<file path="src/icache_pkg.sv">
// Geometry of a direct-mapped instruction cache, 16 lines of 4 words.
// Addresses are byte addresses, and the two lowest bits are ignored.
// Instructions are 32-bit aligned words.

package icache_pkg;

    // ------------------------------------------------------------------------
    // Cache geometry.
    // ------------------------------------------------------------------------
    localparam int ADDR_W     = 32;
    localparam int WORD_W     = 32;
    localparam int LINE_WORDS = 4;
    localparam int SETS       = 16;

    // Byte offset inside a word.
    localparam int BYTE_W     = 2;

    // Address fields, from the bottom up: byte, word offset, index, tag.
    localparam int OFFSET_W   = $clog2(LINE_WORDS);
    localparam int INDEX_W    = $clog2(SETS);
    localparam int TAG_W      = ADDR_W - INDEX_W - OFFSET_W - BYTE_W;

    // ------------------------------------------------------------------------
    // Width types.
    // ------------------------------------------------------------------------
    typedef logic [ADDR_W-1:0]   addr_t;
    typedef logic [WORD_W-1:0]   word_t;
    typedef logic [TAG_W-1:0]    tag_t;
    typedef logic [INDEX_W-1:0]  index_t;
    typedef logic [OFFSET_W-1:0] offset_t;

    // Full cache line, word 0 in the lowest bits.
    typedef word_t [LINE_WORDS-1:0] line_t;

    // ------------------------------------------------------------------------
    // Structs.
    // ------------------------------------------------------------------------

    // Decoded fetch request.
    typedef struct packed {
        tag_t    tag;
        index_t  index;
        offset_t offset;
    } cache_req_t;

    // Burst request toward memory, always line aligned.
    typedef struct packed {
        addr_t addr;
    } mem_req_t;

endpackage

</file>
<file path="src/icache_req_reg.sv">
// Fetch request register. A new request is taken only while o_busy is low,
// requests made while busy are dropped without notice.
// o_start_check is the accept strobe itself, in the same cycle as i_req.

`timescale 1ns/1ps

module icache_req_reg
    import icache_pkg::*;
(
    // Clock and reset.
    input  logic       clk,
    input  logic       arst,

    // Fetch side.
    input  logic       i_req,
    input  addr_t      i_addr,

    // Response seen by the fetch side, ends the transaction.
    input  logic       i_rsp_valid,

    // Toward FSM, store and fill unit.
    output logic       o_start_check,
    output logic       o_busy,
    output cache_req_t o_req
);

    logic       busy_q;
    logic       accept;
    cache_req_t req_d;
    cache_req_t req_q;

    assign accept = i_req & ~busy_q;

    // Split the byte address into its fields.
    assign req_d.tag    = i_addr[ADDR_W-1 -: TAG_W];
    assign req_d.index  = i_addr[BYTE_W+OFFSET_W +: INDEX_W];
    assign req_d.offset = i_addr[BYTE_W +: OFFSET_W];

    // Busy from the accept edge to the end of the response cycle.
    always_ff @(posedge clk or posedge arst) begin
        if (arst) begin
            busy_q <= 1'b0;
        end else if (accept) begin
            busy_q <= 1'b1;
        end else if (i_rsp_valid) begin
            busy_q <= 1'b0;
        end
    end

    // Held until the response.
    always_ff @(posedge clk) begin
        if (accept) begin
            req_q <= req_d;
        end
    end

    assign o_start_check = accept;
    assign o_busy        = busy_q;
    assign o_req         = req_q;

endmodule

</file>
<file path="src/icache_fsm.sv">
// Cache control FSM with the states IDLE, COMPARE_TAG and ALLOCATE.
// o_stall depends on i_hit in COMPARE_TAG, and o_instr_write_en on i_r_last
// in ALLOCATE, so both follow their inputs in the same cycle.

`timescale 1ns/1ps

module icache_fsm (
    // Clock and reset.
    input  logic clk,
    input  logic arst,

    // Status inputs.
    input  logic i_start_check,
    input  logic i_hit,
    input  logic i_r_last,

    // Controls.
    output logic o_stall,
    output logic o_instr_write_en,
    output logic o_start_read
);

    // ------------------------------------------------------------------------
    // State register.
    // ------------------------------------------------------------------------
    typedef enum logic [1:0] {
        IDLE        = 2'b00,
        COMPARE_TAG = 2'b01,
        ALLOCATE    = 2'b10
    } state_t;

    state_t state_q;
    state_t state_d;

    always_ff @(posedge clk or posedge arst) begin
        if (arst) begin
            state_q <= IDLE;
        end else begin
            state_q <= state_d;
        end
    end

    // ------------------------------------------------------------------------
    // Next state.
    // ------------------------------------------------------------------------
    always_comb begin
        state_d = state_q;
        case (state_q)
            IDLE: begin
                if (i_start_check) begin
                    state_d = COMPARE_TAG;
                end
            end
            COMPARE_TAG: begin
                state_d = i_hit ? IDLE : ALLOCATE;
            end
            ALLOCATE: begin
                // Line is written on this edge, then the tag is checked again.
                if (i_r_last) begin
                    state_d = COMPARE_TAG;
                end
            end
            default: state_d = IDLE;
        endcase
    end

    // ------------------------------------------------------------------------
    // Outputs.
    // ------------------------------------------------------------------------
    always_comb begin
        o_stall          = 1'b1;
        o_start_read     = 1'b0;
        o_instr_write_en = 1'b0;
        case (state_q)
            COMPARE_TAG: begin
                o_stall = ~i_hit;
            end
            ALLOCATE: begin
                o_start_read     = 1'b1;
                o_instr_write_en = i_r_last;
            end
            default: o_stall = 1'b1;
        endcase
    end

endmodule

</file>
<file path="src/icache_store.sv">
// Tag and data arrays of the cache, indexed by the held request.
// No lookup hits after reset until its line is filled.
// A line write replaces line, tag and valid bit together on one edge.

`timescale 1ns/1ps

module icache_store
    import icache_pkg::*;
(
    // Clock and reset.
    input  logic       clk,
    input  logic       arst,

    // Held request.
    input  cache_req_t i_req,

    // Line fill.
    input  logic       i_line_we,
    input  line_t      i_line,

    // Lookup result.
    output logic       o_hit,
    output word_t      o_instr
);

    // ------------------------------------------------------------------------
    // Storage.
    // ------------------------------------------------------------------------
    logic [SETS-1:0] valid_q;
    tag_t            tag_mem  [SETS];
    line_t           data_mem [SETS];

    // Entry selected by the request.
    logic            set_valid;
    tag_t            set_tag;
    line_t           set_line;

    // Valid bits are set by a fill and cleared only by reset.
    always_ff @(posedge clk or posedge arst) begin
        if (arst) begin
            valid_q <= '0;
        end else if (i_line_we) begin
            valid_q[i_req.index] <= 1'b1;
        end
    end

    // Tag and data arrays.
    always_ff @(posedge clk) begin
        if (i_line_we) begin
            tag_mem[i_req.index]  <= i_req.tag;
            data_mem[i_req.index] <= i_line;
        end
    end

    // ------------------------------------------------------------------------
    // Lookup.
    // ------------------------------------------------------------------------
    assign set_valid = valid_q[i_req.index];
    assign set_tag   = tag_mem[i_req.index];
    assign set_line  = data_mem[i_req.index];

    // Hit compare.
    assign o_hit = set_valid & (set_tag == i_req.tag);

    // Word select inside the line.
    assign o_instr = set_line[i_req.offset];

endmodule

</file>
<file path="src/icache_fill.sv">
// Line fill from memory. One burst request per ALLOCATE visit.
// Memory must return exactly LINE_WORDS beats, lowest word first,
// with i_mem_rlast on the last one. Gaps between beats are allowed.

`timescale 1ns/1ps

module icache_fill
    import icache_pkg::*;
(
    // Clock and reset.
    input  logic       clk,
    input  logic       arst,

    // From FSM and request register.
    input  logic       i_start_read,
    input  cache_req_t i_req,

    // Memory read data.
    input  logic       i_mem_rvalid,
    input  word_t      i_mem_rdata,
    input  logic       i_mem_rlast,

    // Memory request.
    output logic       o_mem_req,
    output addr_t      o_mem_addr,

    // Assembled line for the store.
    output line_t      o_line,
    output logic       o_r_last
);

    logic     issued_q;
    offset_t  beat_q;
    line_t    line_q;
    mem_req_t burst;

    // ------------------------------------------------------------------------
    // Request side.
    // ------------------------------------------------------------------------

    // Strobe on the first cycle of start_read only.
    assign o_mem_req = i_start_read & ~issued_q;

    always_ff @(posedge clk or posedge arst) begin
        if (arst) begin
            issued_q <= 1'b0;
        end else if (!i_start_read) begin
            issued_q <= 1'b0;
        end else if (o_mem_req) begin
            issued_q <= 1'b1;
        end
    end

    // Line aligned burst address.
    assign burst.addr = {i_req.tag, i_req.index, {(OFFSET_W + BYTE_W){1'b0}}};
    assign o_mem_addr = burst.addr;

    // ------------------------------------------------------------------------
    // Beat collection.
    // ------------------------------------------------------------------------
    always_ff @(posedge clk or posedge arst) begin
        if (arst) begin
            beat_q <= '0;
        end else if (!i_start_read || (i_mem_rvalid && i_mem_rlast)) begin
            beat_q <= '0;
        end else if (i_mem_rvalid) begin
            beat_q <= beat_q + 1'b1;
        end
    end

    // Current beat merged in so the line is complete on the last beat.
    always_comb begin
        o_line = line_q;
        if (i_mem_rvalid) begin
            o_line[beat_q] = i_mem_rdata;
        end
    end

    always_ff @(posedge clk) begin
        if (i_mem_rvalid) begin
            line_q <= o_line;
        end
    end

    assign o_r_last = i_mem_rvalid & i_mem_rlast;

endmodule

</file>
<file path="src/icache_top.sv">
// Direct-mapped instruction cache top level.
// One request at a time; i_req is honoured only while o_busy is low.
// Hit latency is one cycle, a miss waits for a full line burst.

`timescale 1ns/1ps

module icache_top
    import icache_pkg::*;
(
    // Clock and reset.
    input  logic  clk,
    input  logic  arst,

    // Fetch interface.
    input  logic  i_req,
    input  addr_t i_addr,
    output logic  o_busy,
    output logic  o_rsp_valid,
    output word_t o_rsp_instr,

    // Memory interface.
    output logic  o_mem_req,
    output addr_t o_mem_addr,
    input  logic  i_mem_rvalid,
    input  word_t i_mem_rdata,
    input  logic  i_mem_rlast
);

    cache_req_t s_req;
    logic       s_start_check;
    logic       s_hit;
    logic       s_stall;
    logic       s_start_read;
    logic       s_line_we;
    logic       s_r_last;
    line_t      s_line;

    // Response whenever the FSM is not stalling.
    assign o_rsp_valid = ~s_stall;

    // ------------------------------------------------------------------------
    // Input side and control.
    // ------------------------------------------------------------------------
    icache_req_reg u_req_reg (
        .clk           (clk),
        .arst          (arst),
        .i_req         (i_req),
        .i_addr        (i_addr),
        .i_rsp_valid   (o_rsp_valid),
        .o_start_check (s_start_check),
        .o_busy        (o_busy),
        .o_req         (s_req)
    );

    icache_fsm u_fsm (
        .clk              (clk),
        .arst             (arst),
        .i_start_check    (s_start_check),
        .i_hit            (s_hit),
        .i_r_last         (s_r_last),
        .o_stall          (s_stall),
        .o_instr_write_en (s_line_we),
        .o_start_read     (s_start_read)
    );

    // ------------------------------------------------------------------------
    // Arrays and memory side.
    // ------------------------------------------------------------------------
    icache_store u_store (
        .clk       (clk),
        .arst      (arst),
        .i_req     (s_req),
        .i_line_we (s_line_we),
        .i_line    (s_line),
        .o_hit     (s_hit),
        .o_instr   (o_rsp_instr)
    );

    icache_fill u_fill (
        .clk          (clk),
        .arst         (arst),
        .i_start_read (s_start_read),
        .i_req        (s_req),
        .i_mem_rvalid (i_mem_rvalid),
        .i_mem_rdata  (i_mem_rdata),
        .i_mem_rlast  (i_mem_rlast),
        .o_mem_req    (o_mem_req),
        .o_mem_addr   (o_mem_addr),
        .o_line       (s_line),
        .o_r_last     (s_r_last)
    );

endmodule

</file>
<file path="config.mk">
export PLATFORM = sky130hd
export DESIGN_NAME = icache_top
export DESIGN_NICKNAME = d
export VERILOG_FILES = /design/src/icache_pkg.sv /design/src/icache_req_reg.sv /design/src/icache_fsm.sv /design/src/icache_store.sv /design/src/icache_fill.sv /design/src/icache_top.sv
export SDC_FILE = /design/constraint.sdc
export NUM_CORES = 2
export LEC_CHECK = 0
export BUFFER_PORTS_ARGS = -buffer_cell sky130_fd_sc_hd__buf_2
export CAP_MARGIN = 20
export CELL_PAD_IN_SITES_DETAIL_PLACEMENT = 0
export CELL_PAD_IN_SITES_GLOBAL_PLACEMENT = 1
export CORE_MARGIN = 1.5
export CORE_UTILIZATION = 55
export CTS_CLUSTER_SIZE = 8
export DETAILED_ROUTE_END_ITERATION = 10
export PLACE_DENSITY_LB_ADDON = 0.2
export SYNTH_ARGS = -nofsm -noshare
export SYNTH_HDL_FRONTEND = slang
export SYNTH_HIERARCHICAL = 1
export SYNTH_SLANG_ARGS = --single-unit
</file>
<file path="constraint.sdc">
create_clock -name clk -period 49.7 [get_ports clk]
set_input_delay 7.455 -clock clk [delete_from_list [all_inputs] [get_ports clk]]
set_output_delay 7.455 -clock clk [all_outputs]
set_load 0.05 [all_outputs]
</file>
Word level (Yosys, flattened, before mapping)
Memory sizes are Yosys's and may differ from the RTL's. A register that Yosys moved wholly into a read port is not among the register bits. Cells that the tools add are included.

Word-level logic and storage cells: 71. Input port bits: 69. Flip-flop bits (word level): 180. Memories: 2. Output and inout port bits: 67. RAM bits: 2432.

Multiplexer cells: 27. Bitwise logic cells: 9. Eq/ne operators: 7. Add/sub/neg operators: 1. Order comparisons: 5. Reduce and logical (&&, ||, !) cells: 8.

Memory list: u_store.data_mem (words 16, width 128, rd ports 1, clocked after memory_dff 1, write ports 1, RTL line icache_store.sv:31) `line_t data_mem [SETS];`; u_store.tag_mem (words 16, width 24, rd ports 1, clocked after memory_dff 1, write ports 1, RTL line icache_store.sv:30) `tag_t tag_mem [SETS];`.

Operators by type and width (number): bitwise mux 128 bit (1); two-way mux 128 bit (1); binary-select mux 32 bit (select 2 bit) (1); demux 32 bit (select 2 bit) (1); two-way mux 32 bit (2); equality test 24 bit (1); OR 16 bit (1); two-way mux 1 bit (11); two-way mux 2 bit (5); two-way mux 4 bit (2); < comparator 2 x 3 -> 1 bit (second input constant) (2); != test 2 bit (second input constant) (3); case mux 2 bit (3 select lines) (1); < comparator 4 x 5 -> 1 bit (second input constant) (1); AND 1 bit (4); binary-select mux 1 bit (select 4 bit) (1); demux 1 bit (select 4 bit) (1); greater-or-equal comparator 4 x 1 -> 1 bit (second input constant) (1); inverter 1 bit (4); logical AND 1 bit (3); adder 2 x 1 -> 2 bit (second input constant) (1); equality test 2 x 1 -> 1 bit (second input constant) (1); equality test 2 bit (second input constant) (1); greater-or-equal comparator 2 x 1 -> 1 bit (second input constant) (1); other kinds (6) (6).

Depth between registers and ports, before layout
Depth in word-level cells: 7. Depth in mapped cells: 14. Depth with buffers taken out: 10.

Cells and area by module
Netlist, hierarchy kept.

By module, submodules not included: icache_store (cells each 3611, area an instance 93151.8 um2, seq. area each 73430.4 um2, times used 1); icache_fill (cells each 325, area an instance 5950.7 um2, seq. area each 3918.8 um2, times used 1); icache_req_reg (cells each 35, area an instance 944.7 um2, seq. area each 925.9 um2, times used 1); icache_fsm (cells each 11, area an instance 113.9 um2, seq. area each 50.0 um2, times used 1); icache_top (cells each 1, area an instance 3.8 um2, seq. area each 0.0 um2, times used 1).

Worst setup path before layout
Ideal clock, no wire load.

Path kind: input -> register. Start point: input port i_mem_rvalid. End point: register u_store.valid_q[0]. Setup time: 0.157 ns. Stages on the path: 6. Path slack: 25.941 ns. Path buffers: 1. Required time: 49.543 ns. Arrival: 23.602 ns. Cell sequence: buf_6 > and2_1 > and2_1 > nand2_1 > nor4_1 > or2_2.

Longest elaborated chain between the ends: 2.

Ends and longest elaborated chain: start: declaration (RTL line icache_top.sv:24) `input logic i_mem_rvalid,`; AND 1 bit (RTL line icache_fill.sv:85) `assign o_r_last = i_mem_rvalid & i_mem_rlast;`; named net s_r_last (RTL line icache_top.sv:35) `logic s_r_last;`; two-way mux 1 bit (RTL line icache_fsm.sv:74) `case (state_q)`; named net s_line_we (RTL line icache_top.sv:34) `logic s_line_we;`; end signal: assignment (RTL line icache_store.sv:41) `valid_q <= '0;`; end signal: indexed assignment (RTL line icache_store.sv:43) `valid_q[i_req.index] <= 1'b1;`; end: declaration (RTL line icache_store.sv:29) `logic [SETS-1:0] valid_q;`.

The timed path passes the listed nets, and every way through them passes these cells. A chain may end at the register's enable or synchronous reset.

==> impl_metrics.tcl <==
set metrics [dict create \
    outcome "finished clean" \
    yosys.cell_types.count 50 \
    wl_per_cell_um 32.7 \
    io_pins 136 \
    rsz0062_at_grt "no" \
    post-cts-setup-buffers 0 \
    slowest_delay_ns 0.89 \
    syn_avg_cell_area_sq_um 25.1 \
    rows 156 \
    drtIter0Drc 3878 \
    antenna_found_initial 14 \
    synth-edff-count 2590 \
    cp-end-kind "output port" \
    cts_hold_buf 0 \
    final_common_cell "edfxtp_1" \
    synth_top_area_share_pct 77.6 \
    start_util_pct 55.4 \
    synth_area_leader_cell "edfxtp_1" \
    synth_area_leaders "edfxtp_1, mux4_2, mux2_2, dfrtp_1, buf_4" \
    clkPwrFrac_pct 46.4 \
    coreArea_sq_mm 0.181 \
    grt_pass1_wl_um 320000 \
    yosysSeqAreaShare_pct 78.2 \
    drc_errors 0 \
    grt_pass1_vias 46200 \
    dieArea_sq_mm 0.185 \
    yosys_warnings 6 \
    crit_family "buffers and inverters" \
    dpl.hpwl_um 102000 \
    fin_setup_tns_ns 0 \
    clk_latency_ns 0.96 \
    grt_use_total_pct 24.3 \
    numCtsBuffers 376 \
    dpl.cell_count 6355 \
    cp_max_fo 54 \
    fmax_mhz 69.4 \
    place_congestion 0.716 \
    critPathSlowestCell "buf_4" \
    wl_um 221000 \
    cpMostUsedCell "buf_4" \
    path_clk_slew_ns 0.05 \
    crit_required_ns 42.24 \
    die_x_um 430 \
    grt_max_degree 112 \
    comb_power_share_pct 1.4 \
    sequentialPowerShare_pct 52.2 \
    syn_area_sq_mm 0.100 \
    cts_resized 0 \
    vias 44200 \
    final_cell_mix "edfxtp_1, mux4_2, clkbuf_16, buf_2, mux2_2" \
    cap_violations 0 \
    power_leakage_nw 35.8 \
    path_cells "buf_4 -> buf_4 -> buf_4 -> buf_4 -> mux4_2 -> mux4_2 -> mux4_2 -> buf_2" \
    synth-seq-cells 2612 \
    stdcell_count 6777 \
    drive_gt1_share_pct 35.0 \
    overflow 0 \
    fp.dieH_um 430 \
    p_int_mw 3.81 \
    syn_inst 3983 \
    cp.buffers_inverters 5 \
    timing.final.crit_share_pct 29.0 \
    swShare_pct 18.8 \
    slew_viol_final 0 \
    nets 4436 \
    min_period_ns 14.40 \
    clock_path_buffers 4 \
    max_slew.worst_pin.slew_ns 1.13 \
    cts_sinks 2612 \
    setup_viol 0 \
    p_per_area_mw_per_mm2 41.5 \
    vdd_ir_drop_max_mv 0.0350 \
    cts-root-buf "clkbuf_16" \
    fin_worst_skew_ns 0.0720 \
    max_slew_margin_pct 24.5 \
    switching_power_mw 0.884 \
    io_buffer_count 129 \
    startpoint_type "flop" \
    ys_async_sr_fraction_pct 0.842 \
    drtPass1Iterations 5 \
    cts_max_level 5 \
    vias_per_cell 6.52 \
    hp-class "reg -> reg" \
    cts_tree "yes" \
    power_mw 4.70 \
    area_growth_syn_to_layout_pct 13.1 \
    critPathKind "reg -> out" \
    hold_violations 0 \
    synth_flop_cell "edfxtp_1" \
    critical_path_arrival_ns 6.95 \
    postRouteAntennaNets 0 \
]
[metrics by stage]
step / util, % / setup WS (ns) / hold WS [ns] / cell area (sq um)
floorplan: - / 25.94 / 0.434 / 100000
global placement: 57.2 / 35.37 / 0.446 / 103000
detailed placement: 57.3 / 35.98 / 0.451 / 103000
CTS: 62.7 / 35.00 / 0.463 / 113000
global route: 62.7 / 34.73 / 0.474 / 113000
finish: 62.7 / 35.30 / 0.462 / 113000
[cells in the mapped netlist (3+ instances only)]
| cell | number |
|---|---|
| nand4_1 | 5 |
| o21ai_0 | 3 |
| dfrtp_1 | 22 |
| o22ai_1 | 6 |
| xor2_1 | 17 |
| mux2_2 | 95 |
| xnor2_1 | 9 |
| buf_4 | 59 |
| nor4_1 | 3 |
| edfxtp_1 | 2590 |
| and2_1 | 3 |
| ha_1 | 4 |
| nor2_1 | 18 |
| buf_2 | 37 |
| buf_1 | 29 |
| mux2_1 | 27 |
| inv_1 | 17 |
| mux2i_1 | 25 |
| clkbuf_1 | 80 |
| nand3_1 | 15 |
| o211ai_1 | 3 |
| nor3_1 | 13 |
| buf_6 | 24 |
| nor3b_1 | 4 |
| a221oi_1 | 3 |
| mux2_4 | 10 |
| or2_2 | 16 |
| mux4_2 | 776 |
| nor2b_1 | 5 |
| a21oi_1 | 9 |
| nand2_1 | 25 |
| a22oi_1 | 6 |
| nand2_4 | 4 |
[path summary, 6_finish.rpt]
kind / from / endpoint / slack, ns / cells after the start
min in group asynchronous: arst / u_fsm/state_q[1]$_DFFE_PP0P_ / 6.45 / 2
min reg2reg: u_store/valid_q[2]$_DFFE_PP0P_ / u_store/valid_q[2]$_DFFE_PP0P_ / 0.46 / 1
max: u_req_reg/o_req[2]$_DFFE_PP_ / o_rsp_instr[22] / 35.30 / 8
max in group asynchronous: arst / u_store/valid_q[13]$_DFFE_PP0P_ / 42.62 / 2
max reg2reg: u_req_reg/o_req[2]$_DFFE_PP_ / u_req_reg/o_busy$_DFFE_PP0P_ / 44.02 / 13
min: u_store/valid_q[2]$_DFFE_PP0P_ / u_store/valid_q[2]$_DFFE_PP0P_ / 0.46 / 1
[power groups by stage]
stage          combinational, mW  clock, mW  sequential [mW]
2_1_floorplan             0.0377          0             2.49
3_3_place_gp              0.0609          0             2.49
3_5_place_dp              0.0647          0             2.49
4_1_cts                   0.0646       2.22             2.45
5_1_grt                   0.0702       2.31             2.45
6_report                  0.0637       2.18             2.45
[per-layer routing]
metal  vias to the layer above  wire length [um]  global-route usage (%)
met5                         -                60                       0
met4                         8              5460                    7.20
met2                      1635            112000                    39.9
li1                      17900                 -                       -
met3                       383             15000                    4.45
met1                     24300             89300                    33.8
[sequential cells by signal, indices dropped and copies added (netlist names)]
signal and cells:
u_store/data_mem 2048, u_store/tag_mem 384, u_fill/line_q 128, u_req_reg/o_req 30, u_store/valid_q 16, u_fill/beat_q 2, u_fsm/state_q 2, u_fill/issued_q 1
u_req_reg/o_busy 1
[worst reg2reg max path, cell delays in order, from the launching register on]
cell	delay [ns]
edfxtp_1	0.59
buf_4	0.86
buf_4	0.95
buf_4	0.80
mux4_2	0.42
o211ai_1	0.12
a221oi_1	0.32
o22ai_1	0.23
a21oi_1	0.20
nand4_1	0.16
a2111oi_2	0.46
nand3b_1	0.23
inv_1	0.13
a21oi_1	0.07
[area by class of cell]
| class | instances | area [sq um] |
|---|---|---|
| Tap cell | 2370 | 2970 |
| Fill cell | 11900 | 67400 |
| Clock buffer | 408 | 9720 |
| Sequential cell | 2612 | 78300 |
| Inverter | 18 | 75.1 |
| Multi-Input combinational cell | 1127 | 20600 |
| Clock inverter | 8 | 75.1 |
| Timing Repair Buffer | 228 | 1540 |
| Antenna cell | 6 | 15.0 |
[logic make-up (layout without fill, tap and decap cells)]
kind of cell	count (synthesis)	after routing	share of synthesized area [%]
flip-flops	2612	2612	78.2
multiplexers	933	933	19.2
buffers and inverters	247	662	1.37
adder cells (fa/ha/maj)	4	4	0.0500
AND/OR/NAND/NOR	120	120	0.652
XOR/XNOR	26	26	0.227
AO/OA/AOI/OAI	40	40	0.279
other	1	10	0.00374
(Power assumes the default switching activity.)
